**src/isa_pkg.sv**
```systemverilog
package isa_pkg;

  // function codes carried from dispatch to the units
  typedef enum logic [2:0] {
    func_add = 3'd0, // integer add
    func_sub = 3'd1, // src1 - src2
    func_and = 3'd2,
    func_or  = 3'd3,
    func_xor = 3'd4,
    func_mul = 3'd5  // multiplier only, low half of product
  } func_t;

  // which kind of unit an instruction needs
  typedef enum logic {
    kind_alu  = 1'b0, // single-cycle integer unit
    kind_mult = 1'b1  // pipelined multiplier
  } fu_kind_t;

endpackage

```
**src/core_pkg.sv**
```systemverilog
package core_pkg;

  import isa_pkg::*; // fu_kind_t for the unit list

  // physical register tags
  localparam int tag_w    = 5;
  localparam int num_tags = 32; // 2**tag_w physical registers

  // datapath
  localparam int data_w = 32;

  // one station entry per unit, so the two counts are the same
  localparam int num_fu = 3;

  // kind of unit behind each entry index
  localparam fu_kind_t fu_list [num_fu] = '{kind_alu, kind_alu, kind_mult};

  // multiplier depth from issue to result
  localparam int mult_stages = 3;

  typedef logic [tag_w-1:0]  tag_t;     // physical register tag
  typedef logic [data_w-1:0] data_t;    // register / result value
  typedef logic [num_fu-1:0] fu_mask_t; // one bit per unit

endpackage

```
**src/mult_unit.sv**
```systemverilog
`timescale 1ns/10ps

module mult_unit
  import isa_pkg::*;
  import core_pkg::*;
(
  input  logic  clock,
  input  logic  reset,
  input  logic  issue_valid,
  input  func_t issue_func,
  input  tag_t  issue_dest,
  input  data_t src1_value,
  input  data_t src2_value,
  input  logic  grant,
  output logic  fu_hazard,   // pipe frozen
  output logic  done,
  output tag_t  done_tag,
  output data_t done_value
);

  logic [mult_stages-1:0]  stage_valid;
  tag_t                    stage_tag  [mult_stages];
  data_t                   stage_prod [mult_stages]; // partial product, low data_w bits
  data_t                   op_a;                     // multiplicand kept for stage 1
  logic [data_w/2-1:0]     op_b_hi;                  // upper half of multiplier
  logic                    stall;

  // last stage full and not taken by the cdb freezes every stage
  assign stall     = stage_valid[mult_stages-1] && !grant;
  assign fu_hazard = stall;

  always_ff @(posedge clock) begin
    if (reset) begin
      stage_valid <= '0;
    end else if (!stall) begin
      stage_valid <= {stage_valid[mult_stages-2:0], issue_valid};
    end
  end

  always_ff @(posedge clock) begin
    if (!stall) begin
      // stage 0 takes the low half of the multiplier
      stage_tag[0]  <= issue_dest;
      stage_prod[0] <= src1_value * src2_value[data_w/2-1:0];
      op_a          <= src1_value;
      op_b_hi       <= src2_value[data_w-1:data_w/2];
      // stage 1 adds the shifted upper half
      stage_tag[1]  <= stage_tag[0];
      stage_prod[1] <= stage_prod[0] + ((op_a * op_b_hi) << (data_w/2));
      for (int k = 2; k < mult_stages; k++) begin
        stage_tag[k]  <= stage_tag[k-1]; // plain delay to the last stage
        stage_prod[k] <= stage_prod[k-1];
      end
    end
  end

  assign done       = stage_valid[mult_stages-1];
  assign done_tag   = stage_tag[mult_stages-1];
  assign done_value = stage_prod[mult_stages-1];

  // station must honour fu_hazard
  a_no_issue_stalled: assert property (@(posedge clock) disable iff (reset)
    issue_valid |-> !stall);

  a_mul_only: assert property (@(posedge clock) disable iff (reset)
    issue_valid |-> issue_func == func_mul);

endmodule

```
**config.mk**
```make
export PLATFORM = sky130hd
export DESIGN_NAME = mult_unit
export DESIGN_NICKNAME = d
export VERILOG_FILES = /design/src/isa_pkg.sv /design/src/core_pkg.sv /design/src/mult_unit.sv
export SDC_FILE = /design/constraint.sdc
export NUM_CORES = 1
export LEC_CHECK = 0
export BUFFER_PORTS_ARGS = -buffer_cell sky130_fd_sc_hd__buf_4
export CAP_MARGIN = 20
export CORE_MARGIN = 2
export CORE_UTILIZATION = 63
export CTS_CLUSTER_SIZE = 14
export DETAILED_ROUTE_END_ITERATION = 12
export PLACE_DENSITY = 0.93
export SYNTH_ARGS = -nofsm -noshare
export SYNTH_HDL_FRONTEND = slang
export SYNTH_SLANG_ARGS = --single-unit
export TNS_END_PERCENT = 1
```
**constraint.sdc**
```tcl
create_clock -name clock -period 9.3 [get_ports clock]
set_input_delay 0.465 -clock clock [delete_from_list [all_inputs] [get_ports clock]]
set_output_delay 0.465 -clock clock [all_outputs]
set_load 0.01 [all_outputs]
```
# [After elaboration in Yosys (flattened, before gate mapping)]
# Memories as Yosys holds them, arrays and structs flattened.
# Index checks and enable logic that the tools add are counted.
[word_totals] ff_bits=51 mem_bits_rw=111 input_bits=76 output_inout_bits=39 elab_cells=11 memories=2
[mem_list] name="stage_prod" words=3 width=32 read_ports=3 rd_clocked_by_memory_dff=0 wr=3 line_no="mult_unit.sv:23" rtl="data_t stage_prod [mult_stages];"
[mem_list] name="stage_tag" words=3 width=5 read_ports=3 rd_clocked_by_memory_dff=0 wr=3 line_no="mult_unit.sv:22" rtl="tag_t stage_tag [mult_stages];"
[classes] addsub=1 n_mul=2 muxes=1 n_reduce_logical=2
[ops] operator="$add A32 B32 Y32" n=1
[ops] operator="$mul A32 B16 Y16" n=1
[ops] operator="$mul A32 B16 Y32" n=1
[ops] operator="$logic_and A1 B1 Y1" n=1
[ops] operator="$logic_not A1 Y1" n=1
[ops] operator="$mux W1" n=1

# [Longest topological paths before layout]
# Gate-level depths: netlist of the first run.
[logic_depth] depth_word=3 ltp_mapped=25 ltp_nobuf=24

# [Worst setup path before layout of the first run]
# Ideal clock, no wire load.
[synth_path] path_kind="register to register" start="register op_b_hi[1]" end="memory stage_prod[0][63] (netlist bit), data pin" setup_ps=268 arrival_time_ps=5958 required_ps=9032 slack_ps=3074 path_stages_with_launch=22 n_path_buf=1 cell_sequence="edfxtp_1 -> clkbuf_1 -> nand2_1 -> fa_1 -> fa_1 -> fa_1 -> fa_1 -> inv_1 -> fa_1 -> inv_1 -> fa_1 -> inv_1 -> ha_1 -> and3_1 -> a21oi_1 -> nand3b_1 -> xor2_1 -> ha_1 -> a21o_1 -> a31o_1 -> a31oi_1 -> xnor3_1"
[synth_lines] item="start, declared" line_no="mult_unit.sv:25" rtl="logic [data_w/2-1:0] op_b_hi;"
[synth_lines] item="start signal, assigned" line_no="mult_unit.sv:46" rtl="op_b_hi <= src2_value[data_w-1:data_w/2];"
[synth_lines] item="end, declared" line_no="mult_unit.sv:23"

==> results of run 1 <==
==> cell type report <==
class	count	area share
diodes	1	0.0001133
clock inverters	14	0.004872
multi-input cells	1370	0.6365
flip-flops and latches	146	0.1972
clock buffers	17	0.01926
repair buffers	112	0.03807
inverters	465	0.07903
well taps	442	0.02504
==> layout by cell type, fill, tap and decap left out, types with 4 or more instances in the layout <==
master / count
or3_1: 5
nand2_1: 344
a31oi_1: 4
ha_1: 130
nand3_1: 7
nor2b_1: 6
edfxtp_1: 143
inv_1: 465
clkinv_4: 4
nor2_1: 33
and2_1: 209
o21ai_0: 20
o21a_1: 5
o21bai_1: 9
buf_4: 112
clkbuf_16: 17
a21o_1: 13
o211ai_1: 5
fa_1: 385
xor2_1: 24
nand2b_1: 4
xnor2_1: 81
a21oi_1: 38
nor3_1: 4
==> worst max path at each step <==
stage / slack (ps) / depth (start not counted) / startpoint / endpoint
3_5_place_dp: 2630 / 21 / op_b_hi[1]$_DFFE_PN_ / stage_prod[0][63]$_DFFE_PN_
4_1_cts: 2510 / 21 / op_b_hi[1]$_DFFE_PN_ / stage_prod[0][63]$_DFFE_PN_
3_3_place_gp: 2760 / 21 / op_b_hi[1]$_DFFE_PN_ / stage_prod[0][63]$_DFFE_PN_
6_report: 2490 / 21 / op_b_hi[1]$_DFFE_PN_ / stage_prod[0][63]$_DFFE_PN_
2_1_floorplan: 3070 / 21 / op_b_hi[1]$_DFFE_PN_ / stage_prod[0][63]$_DFFE_PN_
5_1_grt: 2280 / 21 / op_b_hi[1]$_DFFE_PN_ / stage_prod[0][63]$_DFFE_PN_
==> per-layer routing <==
| layer | share of wire | GRT usage | wire [um] | vias to the layer above |
|---|---|---|---|---|
| met2 | 0.50 | 0.5203 | 24090 | 939 |
| met3 | 0.11 | 0.06488 | 5120 | 235 |
| li1 | - | - | - | 6242 |
| met5 | 0 | 0 | 0 | - |
| met4 | 0.049 | 0.1483 | 2364 | 0 |
| met1 | 0.35 | 0.3554 | 16870 | 7203 |
==> flip-flops by register name, indices dropped and copies added (netlist names) <==
register,flops
op_b_hi,16
op_a,16
stage_tag,15
stage_prod,96
stage_valid,3
==> through the flow <==
step	cell area, sq um	hold slack, ps
floorplan	20700	400.3
global placement	21550	400.6
detailed placement	21550	404.5
CTS	22080	193.3
global route	22080	201.1
finish	22080	212.6
==> logic make-up (layout without fill, tap and decap cells) <==
kind of cell,after synthesis,after routing,synth area share
xor+xnor,106,106,0.04551
other cells,0,1,0
flops,146,146,0.2103
fa+ha+maj,515,515,0.4509
buf+inv,575,608,0.1110
simple gates,630,630,0.1448
compound gates,119,119,0.03742
==> Yosys cell counts (3+ instances only) <==
| master | count |
|---|---|
| nand2b_1 | 5 |
| nor2_1 | 33 |
| nand3_1 | 7 |
| nor3_1 | 4 |
| o21a_1 | 5 |
| dfxtp_1 | 3 |
| or3_1 | 5 |
| and2_1 | 209 |
| and3_1 | 3 |
| xnor2_1 | 81 |
| ha_1 | 130 |
| a211oi_1 | 3 |
| buf_4 | 37 |
| a31oi_1 | 4 |
| clkbuf_1 | 73 |
| o211ai_1 | 5 |
| edfxtp_1 | 143 |
| o21ai_0 | 20 |
| a21oi_1 | 38 |
| o21bai_1 | 9 |
| nand2_1 | 344 |
| xor2_1 | 24 |
| nor2b_1 | 6 |
| fa_1 | 385 |
| inv_1 | 465 |
| nand4_1 | 3 |
| a21o_1 | 13 |
==> worst max-delay path: cells and delay by family, from the launching register on <==
family / cells / cell delay (ps)
AO/OA/AOI/OAI: 4 / 800
AND/OR/NAND/NOR: 3 / 660
XOR/XNOR: 2 / 580
buffers and inverters: 4 / 220
flip-flops: 1 / 630
adder cells (fa/ha/maj): 8 / 3650
==> metrics.yaml, run 1 <==
status: "complete, no violations"
synth_area_sq_mm: 0.02070
hp-class: "primary input to flop"
hold_depth: 2
fin_crit_ps: 6805
critical_path_arrival_ps: 6970
yosys.area.top_type: "fa_1"
boundaryPins: 115
synth-edff-count: 143
hold_end: "stage_valid[0]$_SDFFE_PP0N_"
wl_per_cell_um: 18.87
finClkSkew_ps: 9.718
r2r-end: "stage_prod[0][63]$_DFFE_PN_"
ff2ff_path_depth: 21
drive_gt1_frac: 0.06968
synth_nets: 2682
drt_drc_violations_left: 0
post-cts-setup-buffers: 0
fin_nets: 2703
grt_max_degree: 77
setup_viol: 0
drv_slew: 0
ys_seq_area_frac: 0.2103
placed_cells: 2535
pre_cts_ws_ps: 2633
cts_root_buf: "clkbuf_16"
async_flop_share: 0
yosysWarnings: 0
cpMostUsedCell: "fa_1"
grt_pass1_vias: 16547
die_x_um: 185.3
grt_overflow: 0
rsz0062_at_grt: "no"
ys_ff_latch: 146
drtPass1Iterations: 5
synth_top_area_share: 0.3723
hpwl_um: 36780
regArea_sq_mm: 0.004354
grt_use_total: 0.3004
fin_crit_sh: 0.7317
timing.rr.start: "op_b_hi[1]$_DFFE_PN_"
gp_congestion: 0.9464
h-tree-depth: 4
final_hold_viol_count: 0
setup_ws_ps: 2495
syn_inst: 2091
multi_input_area_sq_mm: 0.01406
hp-start: "reset"
crit_slowest_cell: "edfxtp_1"
first_iter_violations: 1366
ys.flop_type: "edfxtp_1"
die_h_um: 185.3
synth_area_leaders: "fa_1, edfxtp_1, inv_1, ha_1, and2_1"
required_ps: 9460
worst_pin_slew_ps: 937.0
r2r_setup_slack_ps: 2490
crit_path_end_kind: "flop"
grt_pass1_wl_um: 79180
cts_buffers: 17
slowest_delay_ps: 630
io_buffers: 111
path_cells: "and2_1 -> fa_1 -> inv_1 -> fa_1 -> fa_1 -> fa_1 -> inv_1 -> fa_1 -> inv_1 -> fa_1 -> inv_1 -> ha_1 -> and3_1 -> a21oi_1 -> nand3b_1 -> xor2_1 -> ha_1 -> a21o_1 -> a31o_1 -> a31oi_1 -> xnor3_1"
n_fill_cell: 2215
clk_pin_slew_ps: 60
die_area_sq_mm: 0.03432
ant_nets: 0
initial_core_util: 0.6378
crit_path_max_fanout: 15
fmax_mhz: 146.9
clk_latency_ps: 430
path_class: "flop to flop"
antenna_found_initial: 1
cts_buffer_depth: 2
utilization: 0.6805
max_cap_violations: 0
core.rowCount: 66
drt_wl_total_um: 48450
worstSetupStartpointType: "flop"
relSlewSlack: 0.3753
cts.sinks: 146
ys_types: 50
via_count: 14619
finalNonFillerCells: 2567
cts_tree: "done"
synth.avg_cell_area_sq_um: 9.899
fin_tns_setup_ps: 0
via_per_inst: 5.695
cts_hold_buffers: 0
area_delta_synth_final_pct: 6.691
core_sq_mm: 0.03245
cts_resized: 0
Power of run 1 is not shown: default switching activity piles up to over one toggle a cycle in this logic, so the estimate is an artifact.
==> inputs of run 2 (changes only) <==
Settings changed: ABC_AREA set to 1, CORE_UTILIZATION 63 to 58, PLACE_DENSITY 0.93 to 0.9.
Clock period 9.3 ns to 5.5 ns, I/O delays scaled along.
==> run 2 against run 1 <==
  * Sequential share of layout area fell by 2.8 points
  * Clock-buffer cell count did not move
  * Worst hold slack got worse by 200 ps
  * Highest routed layer unchanged
  * Largest cell class unchanged
  * The run now ends with setup timing left
  * Synthesized area rose by 4.3%
  * First-iteration DRC count rose by 18%
  * Worst setup slack got worse by 3300 ps
==> metrics.yaml, run 2 <==
drv_slew: 0  # unchanged
core.rowCount: 70  # +6.1%
layout_commonest_cell: "inv_1"
synth_area_sq_mm: 0.02160  # +4.3%
clk_latency_ps: 450  # +20 ps
synth.avg_cell_area_sq_um: 8.540  # -14%
antenna_found_initial: 0  # -1
synth_top_family_by_area: "adder cells"
synth_top_area_share: 0.3569  # -0.01547
critical_path_arrival_ps: 6550  # -420 ps
required_ps: 5710  # -3750 ps
yosysMostFrequentCell: "inv_1"
gp_congestion: 0.9320  # -1.5%
failed_checks: "setup timing"
fin_crit_ps: 6345  # -460.3 ps
hp-class: "primary input to flop"
drt_drc_violations_left: 0  # unchanged
syn_inst: 2529  # +21%
die_area_sq_mm: 0.03880  # +13%
hold_end: "op_b_hi[0]$_DFFE_PN_"
drtPass1Iterations: 9  # +4
ff2ff_path_depth: 29  # +38%
antenna_cells: 0  # -1
via_per_inst: 5.445  # -4.4%
boundaryPins: 115  # unchanged
core_sq_mm: 0.03661  # +13%
path_class: "flop to flop"
cts_root_buf: "clkbuf_16"
placed_cells: 3248  # +28%
hpwl_um: 48620  # +32%
drt_wl_total_um: 60280  # +24%
timing.rr.start: "op_b_hi[1]$_DFFE_PN_"
finClkSkew_ps: 13.97  # +4.256 ps
ys_top_cells_by_count: "inv_1, nand2_1, fa_1, edfxtp_1, ha_1"
synthSimpleGateAreaFrac: 0.1439  # -0.0009756
largest_reg_flops: 96  # unchanged
max_cap_violations: 0  # unchanged
utilization: 0.7022  # +0.02171
ys.flop_type: "edfxtp_1"
synth-xor-area-share: 0.03099  # -0.01452
drive_gt1_frac: 0.1801  # +0.1104
h-tree-depth: 4  # unchanged
fmax_mhz: 157.6  # +7.3%
ant_nets: 0  # unchanged
synth-edff-count: 143  # unchanged
initial_core_util: 0.5899  # -0.04791
die_x_um: 197.0  # +6.3%
hold_depth: 1  # -1
ys_ff_latch: 146  # unchanged
setup_viol: 9  # +9
first_iter_violations: 1612  # +18%
relSlewSlack: 0.4714  # +0.09606
worst_pin_slew_ps: 792.9  # -144.1 ps
synth_area_leaders: "fa_1, edfxtp_1, inv_1, nand2_1, ha_1"
slowest_delay_ps: 540  # -90 ps
ys_seq_area_frac: 0.2016  # -0.008738
fin_nets: 3417  # +26%
yosys.area.top_type: "fa_1"
rsz0062_at_grt: "yes"
clk_pin_slew_ps: 70  # about the same
area_delta_synth_final_pct: 19.04
die_h_um: 197.0  # +6.3%
status: "finished, violations left"
synth_compound_area_frac: 0.02781  # -0.009607
crit_path_end_kind: "flop"
crit_slowest_cell: "fa_1"
final_cell_mix: "inv_1, nand2_1, buf_4, fa_1, edfxtp_1"
io_buffers: 111  # unchanged
worstSetupStartpointType: "flop"
crit_path_max_fanout: 5  # -10
cts_buffer_depth: 2  # unchanged
grt_pass1_vias: 20347  # +23%
ys_types: 40  # -20%
yosysWarnings: 0  # unchanged
via_count: 17996  # +23%
grt_max_degree: 91  # +18%
synth_mux_area_frac: 0  # unchanged
fin_crit_sh: 1.154  # +0.4219
cts_tree: "done"
setup_ws_ps: -844.8  # -3340 ps
largest_registers: "stage_prod: 96 flops, op_a: 16 flops, op_b_hi: 16 flops"
grt_use_total: 0.3270  # +0.02660
grt_pass1_wl_um: 96920  # +22%
synth_nets: 3120  # +16%
grt_overflow: 0  # unchanged
async_flop_share: 0  # unchanged
r2r_setup_slack_ps: -840  # -3340 ps
cts_buffers: 17  # unchanged
finalNonFillerCells: 3305  # +29%
r2r-end: "stage_prod[0][63]$_DFFE_PN_"
yosys.area_share.adder: 0.4322  # -0.01873
top_register: "stage_prod"
hp-start: "src2_value[16]"
cts.sinks: 146  # unchanged
final_hold_viol_count: 0  # unchanged
wl_per_cell_um: 18.24  # -3.4%
[run 2: cell count changes in the layout (fill, tap and decap cells not counted), sizes merged, moves of 6 or more]
cell         delta
a21oi          +15
a21o            -7
nand2         +355
inv           +290
and2          -208
buf           +297
nor2b           -6
xnor2          -55
dlygate4sd3    +10
nand3          +37
xor2           +23
[run 2: worst max path at each step]
stage	start	to	slack (ps)
detailed placement	op_b_hi[4]$_DFFE_PN_	stage_prod[0][63]$_DFFE_PN_	-730
finish	op_b_hi[1]$_DFFE_PN_	stage_prod[0][63]$_DFFE_PN_	-840
global route	op_b_hi[5]$_DFFE_PN_	stage_prod[0][63]$_DFFE_PN_	-1050
CTS	op_b_hi[4]$_DFFE_PN_	stage_prod[0][63]$_DFFE_PN_	-670
floorplan	op_b_hi[4]$_DFFE_PN_	stage_prod[0][63]$_DFFE_PN_	-420
global placement	op_b_hi[4]$_DFFE_PN_	stage_prod[0][63]$_DFFE_PN_	-610
[run 2: worst max-delay path, delay by kind of cell, from the launching register on]
kind                       cells  cell delay (ps)
and+or+nand+nor                9              670
xor gates and xnor gates       1              160
adders and majority gates      8             3560
buffers and inverters          8              640
AOI/OAI and AO/OA              3              620
DFF                            1              480
[run 2: layout make-up]
cell class / instances / area, sq um
clock buffer: 17 / 425.4
tap: 468 / 585.6
inverter: 756 / 2843
multi-input combinational: 1486 / 13990
timing repair buffer: 419 / 3393
clock inverter: 13 / 113.9
fill: 2424 / 10900
sequential: 146 / 4354
[run 2: routing by layer]
metal	vias to the layer above	global-route usage	routed length (um)
met4	0	0.2281	4638
met5	-	0	0
li1	7782	-	-
met3	399	0.06468	5767
met2	1178	0.5766	29950
met1	8637	0.3546	19930
[run 2: metrics by stage]
step	setup slack [ps]	hold slack [ps]	cell area (sq um)	TNS, ps
6_report	-844.8	15.82	25710	-2697
3_3_place_gp	-605.8	402.4	24680	-3543
3_5_place_dp	-731.9	404.5	24680	-7232
4_1_cts	-672.6	0.2524	25570	-2005
2_1_floorplan	-419.7	344.1	21670	-835.6
5_1_grt	-1052	0.05682	25710	-4883
[run 2: kinds of logic (layout without fill, tap and decap cells)]
kind of cell | Yosys count | in the layout
AOI/OAI and AO/OA | 102 | 102
xor gates and xnor gates | 73 | 73
adders and majority gates | 515 | 515
buffers and inverters | 897 | 1205
DFF | 146 | 146
and+or+nand+nor | 796 | 796
[run 2: timing repair]
| action | in CTS | in global routing |
|---|---|---|
| hold endpoints to repair | 10 | 1 |
| setup endpoints to repair | 8 | 24 |
| hold buffers | 9 | 1 |
| gates resized for setup | 31 | 30 |
| buffers inserted | 16 | 1 |
| pin swaps | 36 | 4 |
Power of run 2 is left out for the same reason.
==> inputs of run 3 (changes only) <==
Settings changed: PLACE_DENSITY 0.9 to 0.85.
==> run 3 against run 2 <==
  * The run still ends with setup timing left
  * Clock-buffer cell count increased by 1
  * Register-to-register slack about the same
  * Design area increased by 0.56%
  * Via count decreased by 1.9%
  * Critical path depth increased by 5
  * Wire length decreased by 2.2%
  * Sequential share of layout area decreased by 0.094 points
  * Die area unchanged
  * Final cell count increased by 0.33%
==> metrics.yaml, run 3 (synthesis results as in run 2) <==
top_register: "stage_prod"
largest_reg_flops: 96  # unchanged
n_fill_cell: 2493  # +2.8%
status: "finished, violations left"
r2r-end: "stage_prod[0][63]$_DFFE_PN_"
grt_max_degree: 90  # -1.1%
fmax_mhz: 157.6  # about the same
multi_input_area_sq_mm: 0.01405  # +0.38%
utilization: 0.7062  # +0.003931
cts_root_buf: "clkbuf_16"
clk_pin_slew_ps: 60  # about the same
die_x_um: 197.0  # unchanged
drive_gt1_frac: 0.1795  # -0.0006327
setup_ws_ps: -847.0  # -2.208 ps
hpwl_um: 46480  # -4.4%
cts.sinks: 146  # unchanged
slowest_delay_ps: 550  # about the same
path_class: "flop to flop"
first_iter_violations: 1549  # -3.9%
postPlaceCellArea_sq_mm: 0.02472  # +0.16%
ant_nets: 0  # unchanged
grt_use_total: 0.3147  # -0.01235
finClkSkew_ps: 12.62  # -1.355 ps
die_h_um: 197.0  # unchanged
crit_slowest_cell: "fa_1"
hp-class: "primary input to flop"
clk_latency_ps: 450  # about the same
initial_core_util: 0.5899  # unchanged
critical_path_arrival_ps: 6550  # about the same
grt_pass1_vias: 19412  # -4.6%
timing.rr.start: "op_b_hi[1]$_DFFE_PN_"
boundaryPins: 115  # unchanged
hp-start: "src2_value[24]"
cts_buffers: 17  # unchanged
final_hold_viol_count: 0  # unchanged
startpoint: "op_b_hi[1]$_DFFE_PN_"
drv_slew: 0  # unchanged
core_sq_mm: 0.03661  # unchanged
pre_cts_ws_ps: -682.5  # +49.37 ps
core.rowCount: 70  # unchanged
fin_tns_setup_ps: -2607  # +90.05 ps
required_ps: 5700  # about the same
drtPass1Iterations: 6  # -3
wl_per_cell_um: 17.77  # -2.5%
fin_crit_sh: 1.154  # about the same
grt_overflow: 0  # unchanged
crit_path_end_kind: "flop"
cts_buffer_depth: 2  # unchanged
fin_nets: 3427  # +0.29%
h-tree-depth: 4  # unchanged
worstSetupStartpointType: "flop"
setup_viol: 6  # -3
final_cell_mix: "inv_1, nand2_1, buf_4, fa_1, edfxtp_1"
relSlewSlack: 0.4703  # -0.001096
regArea_sq_mm: 0.004354  # unchanged
failed_checks: "setup timing"
antenna_found_initial: 2  # +2
largest_registers: "stage_prod: 96 flops, op_a: 16 flops, op_b_hi: 16 flops"
io_buffers: 111  # unchanged
cpMostUsedCell: "nand2_1"
critical_path.endpoint: "stage_prod[0][63]$_DFFE_PN_"
drt_wl_total_um: 58940  # -2.2%
worst_pin_slew_ps: 794.6  # +1.645 ps
via_count: 17661  # -1.9%
max_cap_violations: 0  # unchanged
rsz0062_at_grt: "yes"
grt_pass1_wl_um: 93960  # -3.1%
cts_tree: "done"
die_area_sq_mm: 0.03880  # unchanged
fin_crit_ps: 6347  # +2.208 ps
crit_path_max_fanout: 6  # +1
stdcell_area_sq_mm: 0.02585  # +0.56%
gp_congestion: 0.9475  # +1.7%
drt_drc_violations_left: 0  # unchanged
r2r_setup_slack_ps: -850  # about the same
layout_commonest_cell: "inv_1"
area_delta_synth_final_pct: 19.70
via_per_inst: 5.326  # -2.2%
ff2ff_path_depth: 34  # +17%
[run 3: cell types whose count changed in the layout (fill, tap and decap cells not counted), moves of 3 or more]
cell / before / now
buf_4: 387 / 390
ha_4: 9 / 13
dlygate4sd3_1: 10 / 14
buf_6: 6 / 10
inv_1: 746 / 751
inv_2: 9 / 4
[run 3: stage by stage]
stage / hold WS [ps] / std cells
floorplan: 344.1 / 2529
global placement: 401.4 / 3255
detailed placement: 404.5 / 3255
CTS: 0.06534 / 3303
global route: 5.317 / 3316
finish: 9.522 / 3316
[run 3: metal layers]
| layer | vias to the layer above | wire length (um) | global-route usage |
|---|---|---|---|
| met2 | 995 | 29820 | 0.5582 |
| met1 | 8566 | 20220 | 0.3579 |
| met3 | 295 | 5068 | 0.05168 |
| met5 | - | 0 | 0 |
| met4 | 0 | 3824 | 0.1894 |
| li1 | 7805 | - | - |
[run 3: area by class of cell]
class | count | share of cell area
Multi-Input combinational cell | 1486 | 0.5434
Clock inverter | 12 | 0.004259
Timing Repair Buffer | 429 | 0.1346
Inverter | 756 | 0.1100
Antenna cell | 1 | 0.00009680
Tap cell | 468 | 0.02265
Sequential cell | 146 | 0.1684
Clock buffer | 18 | 0.01660
[run 3: timing repair]
| item | CTS | global route |
|---|---|---|
| resized for setup | 26 | 36 |
| endpoints found under the hold margin | 16 | 0 |
| setup buffers | 4 | 12 |
| hold buffers | 14 | 0 |
| pin swaps | 16 | 18 |
| endpoints found under the setup margin | 7 | 20 |
| gates cloned | 0 | 0 |
[run 3: worst max-delay path, delay by kind of cell (launching register included)]
family	cells	cell delay (ps)
AO/OA/AOI/OAI	3	480
buffers and inverters	7	450
flip-flops	1	520
AND/OR/NAND/NOR	15	1210
XOR/XNOR	1	130
adder cells (fa/ha/maj)	8	3310
[run 3: how the worst min path moves through the flow]
stage	endpoint	depth (start not counted)	slack (ps)
after floorplan	stage_valid[0]$_SDFFE_PP0N_	1	340
after global placement	stage_prod[0][65]$_DFFE_PN_	0	400
after detailed placement	stage_prod[0][71]$_DFFE_PN_	0	400
after CTS	op_b_hi[8]$_DFFE_PN_	1	0.07
after global routing	op_b_hi[15]$_DFFE_PN_	1	5
final	op_b_hi[8]$_DFFE_PN_	1	10
Power of run 3 is left out for the same reason.
